### src/verilog/noc_flit_pkg.sv
package noc_flit_pkg;

	// Field widths of a single-flit packet
	localparam int COORD_WIDTH = 4;
	localparam int PAYLOAD_WIDTH = 12;
	localparam int FLIT_WIDTH = COORD_WIDTH + PAYLOAD_WIDTH;

	// Destination field sits right above the payload
	localparam int DEST_LSB = PAYLOAD_WIDTH;

	// Column coordinate, also the flit destination field
	typedef logic [COORD_WIDTH-1:0] coord_t;

	// Opaque payload, never looked at by the routers
	typedef logic [PAYLOAD_WIDTH-1:0] payload_t;

	// Whole flit as seen on a channel
	typedef logic [FLIT_WIDTH-1:0] flit_t;

	// Destination column of a flit
	function automatic coord_t flit_dest(input flit_t flit);
		return flit[DEST_LSB +: COORD_WIDTH];
	endfunction

	// Pack a destination and a payload into one flit
	function automatic flit_t make_flit(input coord_t dest, input payload_t payload);
		return {dest, payload};
	endfunction

endpackage

### src/verilog/noc_flow_pkg.sv
package noc_flow_pkg;

	import noc_flit_pkg::*;

	// Column of this router in the line
	localparam coord_t NODE_X = coord_t'(4);

	// Input FIFO depth, equal to the credits an upstream sender starts with
	localparam int BUF_DEPTH = 4;

	// FIFO pointer width
	localparam int PTR_WIDTH = $clog2(BUF_DEPTH);

	// Counts 0 up to BUF_DEPTH inclusive
	typedef logic [$clog2(BUF_DEPTH+1)-1:0] credit_cnt_t;

	// Read and write pointer of an input FIFO
	typedef logic [PTR_WIDTH-1:0] buf_ptr_t;

	// Output direction of a flit
	typedef enum logic {
		PORT_XNEG = 1'b0,
		PORT_XPOS = 1'b1
	} port_t;

endpackage

### src/verilog/switch_req_if.sv
`timescale 1ns/100ps

// Request from one input port to the switch allocator, and grant back
interface switch_req_if
	import noc_flit_pkg::*, noc_flow_pkg::*;
();

	// FIFO holds at least one flit
	logic req;

	// Head of the FIFO
	flit_t flit;

	// Output the head flit is routed to
	port_t dest_port;

	// Head wins the switch this cycle, popped at next edge
	logic grant;

	// Input port side
	modport requester (
		output req,
		output flit,
		output dest_port,
		input grant
	);

	// Allocator side
	modport arbiter (
		input req,
		input flit,
		input dest_port,
		output grant
	);

endinterface

### src/verilog/input_port.sv
`timescale 1ns/100ps

// One edge input: flit FIFO, route compute and credit return
module input_port
	import noc_flit_pkg::*, noc_flow_pkg::*;
(
	input logic clk,
	input logic reset,
	input logic in_valid,
	input flit_t in_flit,
	output logic credit_out,
	switch_req_if.requester req_bus
);

	// FIFO storage, no reset on the data
	flit_t fifo_mem [BUF_DEPTH];

	// Circular pointers and occupancy
	buf_ptr_t wr_ptr;
	buf_ptr_t rd_ptr;
	credit_cnt_t fill_cnt;

	logic fifo_empty;
	logic fifo_full;
	logic push;
	logic pop;
	flit_t head_flit;

	assign fifo_empty = (fill_cnt == '0);
	assign fifo_full = (fill_cnt == credit_cnt_t'(BUF_DEPTH));

	// Write into a full FIFO is lost; upstream credits rule this out
	assign push = in_valid && !fifo_full;

	// Grant only comes with a valid head
	assign pop = req_bus.grant;

	// Pointer step with wrap at BUF_DEPTH
	function automatic buf_ptr_t ptr_next(input buf_ptr_t ptr);
		if (ptr == buf_ptr_t'(BUF_DEPTH - 1))
			return '0;
		else
			return ptr + 1'b1;
	endfunction

	// Storage write
	always_ff @(posedge clk)
	begin
		if (push)
			fifo_mem[wr_ptr] <= in_flit;
	end

	// Pointers and fill count
	always_ff @(posedge clk)
	begin
		if (reset)
		begin
			wr_ptr <= '0;
			rd_ptr <= '0;
			fill_cnt <= '0;
		end
		else
		begin
			if (push)
				wr_ptr <= ptr_next(wr_ptr);
			if (pop)
				rd_ptr <= ptr_next(rd_ptr);
			// Simultaneous push and pop leaves the count alone
			case ({push, pop})
				2'b10: fill_cnt <= fill_cnt + 1'b1;
				2'b01: fill_cnt <= fill_cnt - 1'b1;
				default: fill_cnt <= fill_cnt;
			endcase
		end
	end

	// One credit back upstream per popped flit, one cycle after the pop
	always_ff @(posedge clk)
	begin
		if (reset)
			credit_out <= 1'b0;
		else
			credit_out <= pop;
	end

	assign head_flit = fifo_mem[rd_ptr];

	// Present the head to the allocator
	assign req_bus.req = !fifo_empty;
	assign req_bus.flit = head_flit;

	// West of this column goes out xneg, everything else xpos
	assign req_bus.dest_port = (flit_dest(head_flit) < NODE_X) ? PORT_XNEG : PORT_XPOS;

endmodule

### src/verilog/switch_allocator.sv
`timescale 1ns/100ps

// Round-robin allocation per output and the 2x2 crossbar
module switch_allocator
	import noc_flit_pkg::*, noc_flow_pkg::*;
(
	input logic clk,
	input logic reset,
	switch_req_if.arbiter xneg_req,
	switch_req_if.arbiter xpos_req,
	input logic xneg_has_credit,
	input logic xpos_has_credit,
	output logic xneg_send,
	output logic xpos_send,
	output flit_t xneg_send_flit,
	output flit_t xpos_send_flit
);

	// Bit 0 is the xneg input, bit 1 the xpos input
	logic [1:0] neg_out_req;
	logic [1:0] pos_out_req;
	logic [1:0] neg_out_gnt;
	logic [1:0] pos_out_gnt;

	// High when an output favours the xpos input on contention
	logic neg_out_prio_pos;
	logic pos_out_prio_pos;

	// Grant for one output; nothing goes out without a credit
	function automatic logic [1:0] arbitrate(
		input logic [1:0] req,
		input logic prio_pos,
		input logic has_credit
	);
		logic [1:0] gnt;
		gnt = 2'b00;
		if (has_credit)
		begin
			if (req == 2'b11)
				gnt = prio_pos ? 2'b10 : 2'b01;
			else
				gnt = req;
		end
		return gnt;
	endfunction

	// Sort requests by the output they head for
	assign neg_out_req = {
		xpos_req.req && (xpos_req.dest_port == PORT_XNEG),
		xneg_req.req && (xneg_req.dest_port == PORT_XNEG)
	};
	assign pos_out_req = {
		xpos_req.req && (xpos_req.dest_port == PORT_XPOS),
		xneg_req.req && (xneg_req.dest_port == PORT_XPOS)
	};

	assign neg_out_gnt = arbitrate(neg_out_req, neg_out_prio_pos, xneg_has_credit);
	assign pos_out_gnt = arbitrate(pos_out_req, pos_out_prio_pos, xpos_has_credit);

	// An input heads for one output only, so at most one term is set
	assign xneg_req.grant = neg_out_gnt[0] | pos_out_gnt[0];
	assign xpos_req.grant = neg_out_gnt[1] | pos_out_gnt[1];

	// Priority moves to the loser after a contended grant
	always_ff @(posedge clk)
	begin
		if (reset)
		begin
			neg_out_prio_pos <= 1'b0;
			pos_out_prio_pos <= 1'b0;
		end
		else
		begin
			if ((neg_out_req == 2'b11) && (neg_out_gnt != 2'b00))
				neg_out_prio_pos <= neg_out_gnt[0];
			if ((pos_out_req == 2'b11) && (pos_out_gnt != 2'b00))
				pos_out_prio_pos <= pos_out_gnt[0];
		end
	end

	// Crossbar
	assign xneg_send = |neg_out_gnt;
	assign xpos_send = |pos_out_gnt;
	assign xneg_send_flit = neg_out_gnt[1] ? xpos_req.flit : xneg_req.flit;
	assign xpos_send_flit = pos_out_gnt[1] ? xpos_req.flit : xneg_req.flit;

endmodule

### src/verilog/output_port.sv
`timescale 1ns/100ps

// One edge output: channel register and downstream credit counter
module output_port
	import noc_flit_pkg::*, noc_flow_pkg::*;
(
	input logic clk,
	input logic reset,
	input logic send,
	input flit_t send_flit,
	input logic credit_in,
	output logic has_credit,
	output logic out_valid,
	output flit_t out_flit
);

	// Free slots in the downstream input FIFO
	credit_cnt_t credit_cnt;

	// Spend on send, refill on credit pulse
	always_ff @(posedge clk)
	begin
		if (reset)
			credit_cnt <= credit_cnt_t'(BUF_DEPTH);
		else
		begin
			case ({send, credit_in})
				2'b10: credit_cnt <= credit_cnt - 1'b1;
				2'b01: credit_cnt <= credit_cnt + 1'b1;
				// Both at once cancel out
				default: credit_cnt <= credit_cnt;
			endcase
		end
	end

	assign has_credit = (credit_cnt != '0);

	// Valid lasts exactly one cycle per send
	always_ff @(posedge clk)
	begin
		if (reset)
			out_valid <= 1'b0;
		else
			out_valid <= send;
	end

	// Flit register, only loaded with a send
	always_ff @(posedge clk)
	begin
		if (send)
			out_flit <= send_flit;
	end

endmodule

### src/verilog/network_core.sv
`timescale 1ns/100ps

// Two-port router node, xneg on the west edge and xpos on the east
module network_core
	import noc_flit_pkg::*;
(
	input logic clk,
	input logic reset,

	// West edge
	input logic xneg_in_valid,
	input logic [FLIT_WIDTH-1:0] xneg_in_flit,
	output logic xneg_credit_out,
	output logic xneg_out_valid,
	output logic [FLIT_WIDTH-1:0] xneg_out_flit,
	input logic xneg_credit_in,

	// East edge
	input logic xpos_in_valid,
	input logic [FLIT_WIDTH-1:0] xpos_in_flit,
	output logic xpos_credit_out,
	output logic xpos_out_valid,
	output logic [FLIT_WIDTH-1:0] xpos_out_flit,
	input logic xpos_credit_in
);

	// Allocator to output port
	logic xneg_send;
	logic xpos_send;
	flit_t xneg_send_flit;
	flit_t xpos_send_flit;
	logic xneg_has_credit;
	logic xpos_has_credit;

	// Input port to allocator, one per edge
	switch_req_if xneg_req ();
	switch_req_if xpos_req ();

	// Input side
	input_port u_xneg_in (
		.clk (clk),
		.reset (reset),
		.in_valid (xneg_in_valid),
		.in_flit (xneg_in_flit),
		.credit_out (xneg_credit_out),
		.req_bus (xneg_req.requester)
	);

	input_port u_xpos_in (
		.clk (clk),
		.reset (reset),
		.in_valid (xpos_in_valid),
		.in_flit (xpos_in_flit),
		.credit_out (xpos_credit_out),
		.req_bus (xpos_req.requester)
	);

	// Arbitration and crossbar
	switch_allocator u_alloc (
		.clk (clk),
		.reset (reset),
		.xneg_req (xneg_req.arbiter),
		.xpos_req (xpos_req.arbiter),
		.xneg_has_credit (xneg_has_credit),
		.xpos_has_credit (xpos_has_credit),
		.xneg_send (xneg_send),
		.xpos_send (xpos_send),
		.xneg_send_flit (xneg_send_flit),
		.xpos_send_flit (xpos_send_flit)
	);

	// Output side
	output_port u_xneg_out (
		.clk (clk),
		.reset (reset),
		.send (xneg_send),
		.send_flit (xneg_send_flit),
		.credit_in (xneg_credit_in),
		.has_credit (xneg_has_credit),
		.out_valid (xneg_out_valid),
		.out_flit (xneg_out_flit)
	);

	output_port u_xpos_out (
		.clk (clk),
		.reset (reset),
		.send (xpos_send),
		.send_flit (xpos_send_flit),
		.credit_in (xpos_credit_in),
		.has_credit (xpos_has_credit),
		.out_valid (xpos_out_valid),
		.out_flit (xpos_out_flit)
	);

endmodule

### config.mk
export PLATFORM = sky130hd
export DESIGN_NAME = network_core
export DESIGN_NICKNAME = d
export VERILOG_FILES = /design/src/verilog/noc_flit_pkg.sv /design/src/verilog/noc_flow_pkg.sv /design/src/verilog/switch_req_if.sv /design/src/verilog/input_port.sv /design/src/verilog/switch_allocator.sv /design/src/verilog/output_port.sv /design/src/verilog/network_core.sv
export SDC_FILE = /design/constraint.sdc
export NUM_CORES = 1
export LEC_CHECK = 0
export BUFFER_PORTS_ARGS = -buffer_cell sky130_fd_sc_hd__buf_2
export CAP_MARGIN = 30
export CORE_MARGIN = 1.5
export CORE_UTILIZATION = 45
export DETAILED_ROUTE_END_ITERATION = 10
export GPL_TIMING_DRIVEN = 0
export SLEW_MARGIN = 5
export SYNTH_ARGS = -nofsm -noshare
export SYNTH_HDL_FRONTEND = slang
export SYNTH_SLANG_ARGS = --single-unit
### constraint.sdc
create_clock -name clk -period 3.7 [get_ports clk]
set_clock_uncertainty 0.2 [all_clocks]
set_input_delay 0.185 -clock clk [delete_from_list [all_inputs] [get_ports clk]]
set_output_delay 0.185 -clock clk [all_outputs]
set_load 0.03 [all_outputs]
# == Word level (Yosys, flattened, before mapping) ==
# Memory sizes are Yosys's and may differ from the RTL's. A register that Yosys moved wholly into a read port is not among the register bits.
# Index checks and enable logic that the tools add are counted.
# op_classes
mux,26
addsub,12
magnitude_cmp,2
reduce_logical,24
n_eq_ne,16
n_bitwise,2
# op_table
cell,count
16-bit two-way mux,2
2-bit two-way mux,14
3-bit case mux with 2 select lines,4
"2-bit equality test, second input constant",10
"3-bit by 1-bit adder with 3-bit output, second input constant",4
2-bit nonzero test,6
"3-bit by 1-bit subtractor with 3-bit output, second input constant",4
"2-bit by 1-bit adder with 2-bit output, second input constant",4
"2-bit by 1-bit equality test with 1-bit output, second input constant",4
1-bit logical AND,8
"4-bit by 3-bit < comparator with 1-bit output, second input constant",2
"3-bit equality test, second input constant",2
3-bit logical NOT,2
1-bit two-way mux,6
3-bit nonzero test,2
1-bit logical NOT,4
2-bit OR reduction,2
1-bit bitwise OR,2
# totals
regBits,58
output_inout_bits,36
ram_bits,128
memories,2
in_bits,38
# memory_table
name,words,width,read_ports,rd_clocked_by_memory_dff,wr,line,text
u_xneg_in.fifo_mem,4,16,1,1,1,input_port.sv:16,flit_t fifo_mem [BUF_DEPTH];
u_xpos_in.fifo_mem,4,16,1,1,1,input_port.sv:16,

# == Longest topological paths before layout ==
# depth
word_depth,9
depth_mapped,11
ltp_nobuf,9

# == Cells and area by module ==
# From an unflattened synthesis, not the netlist that was laid out.
# unflattened
hier_cells,395
hier_area_um2,7677.4
# by_module_without_submodules
mod,area_per_inst_um2,instances,seq_area_each_um2,cells_each
input_port (u_xpos_in),2831.5,1,2122.0,137
input_port (u_xneg_in),2821.5,1,2122.0,133
output_port,664.4,2,560.5,34
switch_allocator,695.7,1,40.0,57

# == Worst setup path after synthesis ==
# Ideal clock, no wire load.
# synth_timing
path_kind,reg2reg
start,register (tool-made name)
end,register u_xneg_in.fill_cnt[2]
n_path_buf,1
period_less_slack_ps,3356
arrival_ps,3085
slack_ps,344
required_ps,3429
stages_incl_launch_ff,11
cell_sequence,dfxtp_1 -> buf_2 -> mux4_2 -> or4_1 -> o32ai_1 -> ha_1 -> inv_1 -> fa_1 -> xor2_1 -> or3_1 -> a21oi_1
# synth_rtl
element,line,text
to (signal assigned),input_port.sv:70,2'b10: fill_cnt <= fill_cnt + 1'b1;
to (signal assigned),input_port.sv:71,2'b01: fill_cnt <= fill_cnt - 1'b1;
to (signal assigned),input_port.sv:72,default: fill_cnt <= fill_cnt;
to (decl),input_port.sv:21,credit_cnt_t fill_cnt;

==> flow_results.xml <==
<?xml version="1.0" encoding="UTF-8"?>
<metrics>
  <group name="status">
    <metric name="run_status" unit="">completed</metric>
  </group>
  <group name="setup_path">
    <metric name="worstPathRequired" unit="ns">3.85</metric>
    <metric name="crit_arrival" unit="ns">3.67</metric>
    <metric name="setup.worst_path.end_class" unit="">register</metric>
    <metric name="worst_path_class_setup" unit="">register to register</metric>
    <metric name="reg2reg_setup_slack" unit="ns">0.18</metric>
    <metric name="startpoint_type_of_the_worst_setup_path" unit="">register</metric>
    <metric name="worstPathMaxFanout" unit="">7</metric>
    <metric name="ff2ff_path_depth" unit="">10</metric>
  </group>
  <group name="sta">
    <metric name="post-route-period-util" unit="%">95.1</metric>
    <metric name="finalHoldWorstSlack" unit="ns">0.0379</metric>
    <metric name="fmax" unit="GHz">0.284</metric>
    <metric name="finalWorstPathRequiredPeriod" unit="ns">3.52</metric>
    <metric name="timing.final.hold_violations" unit="">0</metric>
    <metric name="setup_viol" unit="">0</metric>
    <metric name="report.final.slew_viol_count" unit="">0</metric>
    <metric name="worst_slew_margin_rel" unit="%">41.2</metric>
    <metric name="tightest_slew" unit="ns">0.882</metric>
  </group>
  <group name="power_and_ir_drop">
    <metric name="vdd.ir_drop.worst" unit="uV">389</metric>
    <metric name="power.density_cell_area" unit="mW/mm^2">826</metric>
    <metric name="power_leakage" unit="nW">3.22</metric>
    <metric name="power" unit="W">0.00751</metric>
  </group>
  <group name="synth">
    <metric name="synthesis.nets" unit="">460</metric>
    <metric name="ys.warnings.count" unit="">0</metric>
    <metric name="async_reset_ff_share" unit="%">0</metric>
    <metric name="count_of_different_cell_masters_after_synthesis" unit="">34</metric>
    <metric name="postSynth.topFlopCell" unit="">edfxtp_1</metric>
    <metric name="synth_area" unit="mm^2">0.00752</metric>
    <metric name="postSynthRegisterBits" unit="">190</metric>
    <metric name="synthCells" unit="">404</metric>
    <metric name="sequential_fraction_of_the_synthesis_area" unit="%">71.8</metric>
    <metric name="syn_area_per_cell" unit="um^2">18.6</metric>
    <metric name="synth_enable_flop_cells" unit="">160</metric>
  </group>
  <group name="grt">
    <metric name="antenna_found_initial" unit="">0</metric>
    <metric name="gr-usage-met2" unit="%">26.1</metric>
    <metric name="wire_length_of_the_first_global_routing_pass" unit="um">21400</metric>
    <metric name="grt_overflow_total" unit="">0</metric>
    <metric name="grt_util_met1" unit="%">22.6</metric>
    <metric name="globalRouteMet3Util" unit="%">4.27</metric>
    <metric name="largest_net_degree_at_the_start_of_global_routing" unit="">17</metric>
    <metric name="gr-max-usage-layer" unit="">met2</metric>
    <metric name="grt_use_total" unit="%">16.6</metric>
    <metric name="grt_pass1_vias" unit="">3944</metric>
  </group>
  <group name="route">
    <metric name="ant_nets" unit="">0</metric>
    <metric name="drtIter0Drc" unit="">217</metric>
    <metric name="routed-via-count" unit="">3934</metric>
    <metric name="wirelength" unit="um">13800</metric>
    <metric name="vias_per_cell" unit="">5.18</metric>
    <metric name="total_iterations_of_the_first_detailed_routing_run" unit="">4</metric>
    <metric name="drt_drc_violations_left" unit="">0</metric>
    <metric name="drt-wirelength-per-cell" unit="um">18.2</metric>
  </group>
  <group name="cts">
    <metric name="clock_tree_from_tritoncts" unit="">yes</metric>
    <metric name="clk_transition_reported_paths" unit="ns">0.06</metric>
    <metric name="cts-htree-levels" unit="">4</metric>
    <metric name="clock_tree_sinks" unit="">190</metric>
    <metric name="clockRootBuffer" unit="">clkbuf_16</metric>
    <metric name="clk_latency" unit="ns">0.42</metric>
    <metric name="cts-root-to-sink-buffers" unit="">2</metric>
    <metric name="numCtsBuffers" unit="">17</metric>
  </group>
  <group name="final_layout">
    <metric name="final_nets" unit="">585</metric>
    <metric name="final_layout_size_suffix_gt1_share" unit="%">32.6</metric>
    <metric name="layout-area-overhead-vs-synth" unit="%">21.0</metric>
    <metric name="antenna_cells_inserted" unit="">0</metric>
  </group>
  <group name="floorplan">
    <metric name="rows" unit="">47</metric>
    <metric name="core_area" unit="mm^2">0.0165</metric>
    <metric name="floorplan.die_area" unit="mm^2">0.0175</metric>
    <metric name="die_w" unit="um">132</metric>
    <metric name="floorplan.die.height" unit="um">132</metric>
    <metric name="io_pins" unit="">74</metric>
    <metric name="floorplan.initialDensity" unit="%">45.7</metric>
  </group>
  <group name="worst_hold_path">
    <metric name="timing.hold.worst.class" unit="">input pin to register</metric>
    <metric name="hold_depth" unit="">4</metric>
  </group>
  <group name="place">
    <metric name="port_buffer_count" unit="">73</metric>
    <metric name="finalWeightedCongestion" unit="">0.773</metric>
    <metric name="dp_hpwl" unit="um">9330</metric>
  </group>
  <group name="job">
    <metric name="max-cap-violations" unit="">0</metric>
  </group>
</metrics>
## Yosys cell counts (6+ instances only)
cell	n	area (um^2)
a21oi_1	6	30.0
and2_1	11	68.8
clkbuf_1	9	33.8
dfxtp_1	30	601
edfxtp_1	160	4800
ha_1	14	175
inv_1	19	71.3
mux2_2	32	360
mux2i_1	8	80.1
mux4_2	29	653
nor2_1	18	67.6
nor3_1	8	40.0
o21ai_0	6	30.0
or3_1	6	37.5
xor2_1	8	70.1
## power by group
group,switching (W),internal (W)
clock network,0.000728,0.000985
registers,0.000180,0.00291
logic,0.00157,0.00113
total,0.00248,0.00503
## cell families after synthesis
kind of cell | Yosys count | synth area share (%)
AO/OA/AOI/OAI | 21 | 1.81
XOR/XNOR | 8 | 0.931
adder cells (fa/ha/maj) | 18 | 3.39
buffers and inverters | 34 | 1.96
flip-flops | 190 | 71.8
multiplexers | 72 | 15.6
AND/OR/NAND/NOR | 61 | 4.49
## placed cells by master, fill, tap and decap left out, types with 10 or more instances in the layout
master	instances
clkbuf_1	10
ha_1	12
inv_1	19
mux4_2	29
dfxtp_1	30
and2_1	11
edfxtp_1	160
clkbuf_16	17
dlygate4sd3_1	33
mux2_2	32
buf_2	76
nor2_1	18
## flip-flops by register name (all words and copies together) (netlist names), named ones only
name / count
u_xneg_in.rd_ptr: 2
u_xneg_out.out_valid: 1
u_alloc.pos_out_prio_pos: 1
u_xneg_in.wr_ptr: 2
u_alloc.neg_out_prio_pos: 1
u_xneg_out.credit_cnt: 3
u_xpos_in.wr_ptr: 2
u_xpos_out.out_flit: 16
u_xneg_in.fill_cnt: 3
u_xpos_in.fifo_mem: 64
u_xpos_in.fill_cnt: 3
u_xneg_out.out_flit: 16
u_xneg_in.fifo_mem: 64
u_xpos_in.rd_ptr: 2
u_xpos_out.credit_cnt: 3
u_xneg_in.credit_out: 1
u_xpos_in.credit_out: 1
u_xpos_out.out_valid: 1
## worst max-delay path: stages (launching register included)
cell and delay [ns]:
dfxtp_1 0.31, clkbuf_1 0.36, mux4_2 0.48, or4_4 0.57
o32ai_4 0.19, ha_2 0.27, inv_1 0.06, fa_1 0.39
xor2_1 0.17, or3_1 0.31, a21oi_1 0.14
## final cells by class
type / instances / area, um^2
Buffer: 14 / 75.1
Clock buffer: 19 / 433
Clock inverter: 11 / 119
Fill cell: 1343 / 7360
Inverter: 19 / 71.3
Multi-Input combinational cell: 180 / 2020
Sequential cell: 190 / 5410
Tap cell: 220 / 275
Timing Repair Buffer: 107 / 707
## worst paths after layout
path / endpoint / start
worst max-delay path: u_xneg_in.fill_cnt[2]$_SDFFE_PP0P_ / register
worst min-delay path: u_xpos_out.credit_cnt[0]$_SDFFE_PP0P_ / xpos_credit_in
worst max register to register: u_xneg_in.fill_cnt[2]$_SDFFE_PP0P_ / register
worst min register to register: u_alloc.pos_out_prio_pos$_SDFFE_PP0P_ / u_alloc.pos_out_prio_pos$_SDFFE_PP0P_
## layer usage
layer / up-vias / part of all wire (%)
met5: - / 0
met2: 90 / 47
met3: 20 / 3.8
met1: 1999 / 46
met4: 0 / 2.4
li1: 1825 / -
## per-stage QoR
| stage | setup WS, ns | utilization [%] | TNS [ns] | instance area (um^2) | instances |
|---|---|---|---|---|---|
| finish | 0.181 | 55.3 | 0 | 9100 | 760 |
| global route | -0.000749 | 55.3 | -0.000749 | 9100 | 760 |
| CTS | 0.00886 | 55.0 | 0 | 9050 | 760 |
| detailed placement | -0.112 | 49.6 | -0.112 | 8170 | 697 |
| global placement | -0.0832 | 49.6 | -0.0832 | 8170 | 697 |
| floorplan | 0.344 | - | 0 | 7520 | 404 |
## what timing repair did
item | in CTS | in global routing
hold buffers | 33 | 0
setup endpoints to repair | 1 | 3
pin swaps | 0 | 1
setup buffers | 0 | 0
resized for setup | 1 | 9
hold endpoints to repair | 130 | 0
Note: power is estimated with default switching activity, not from simulation.
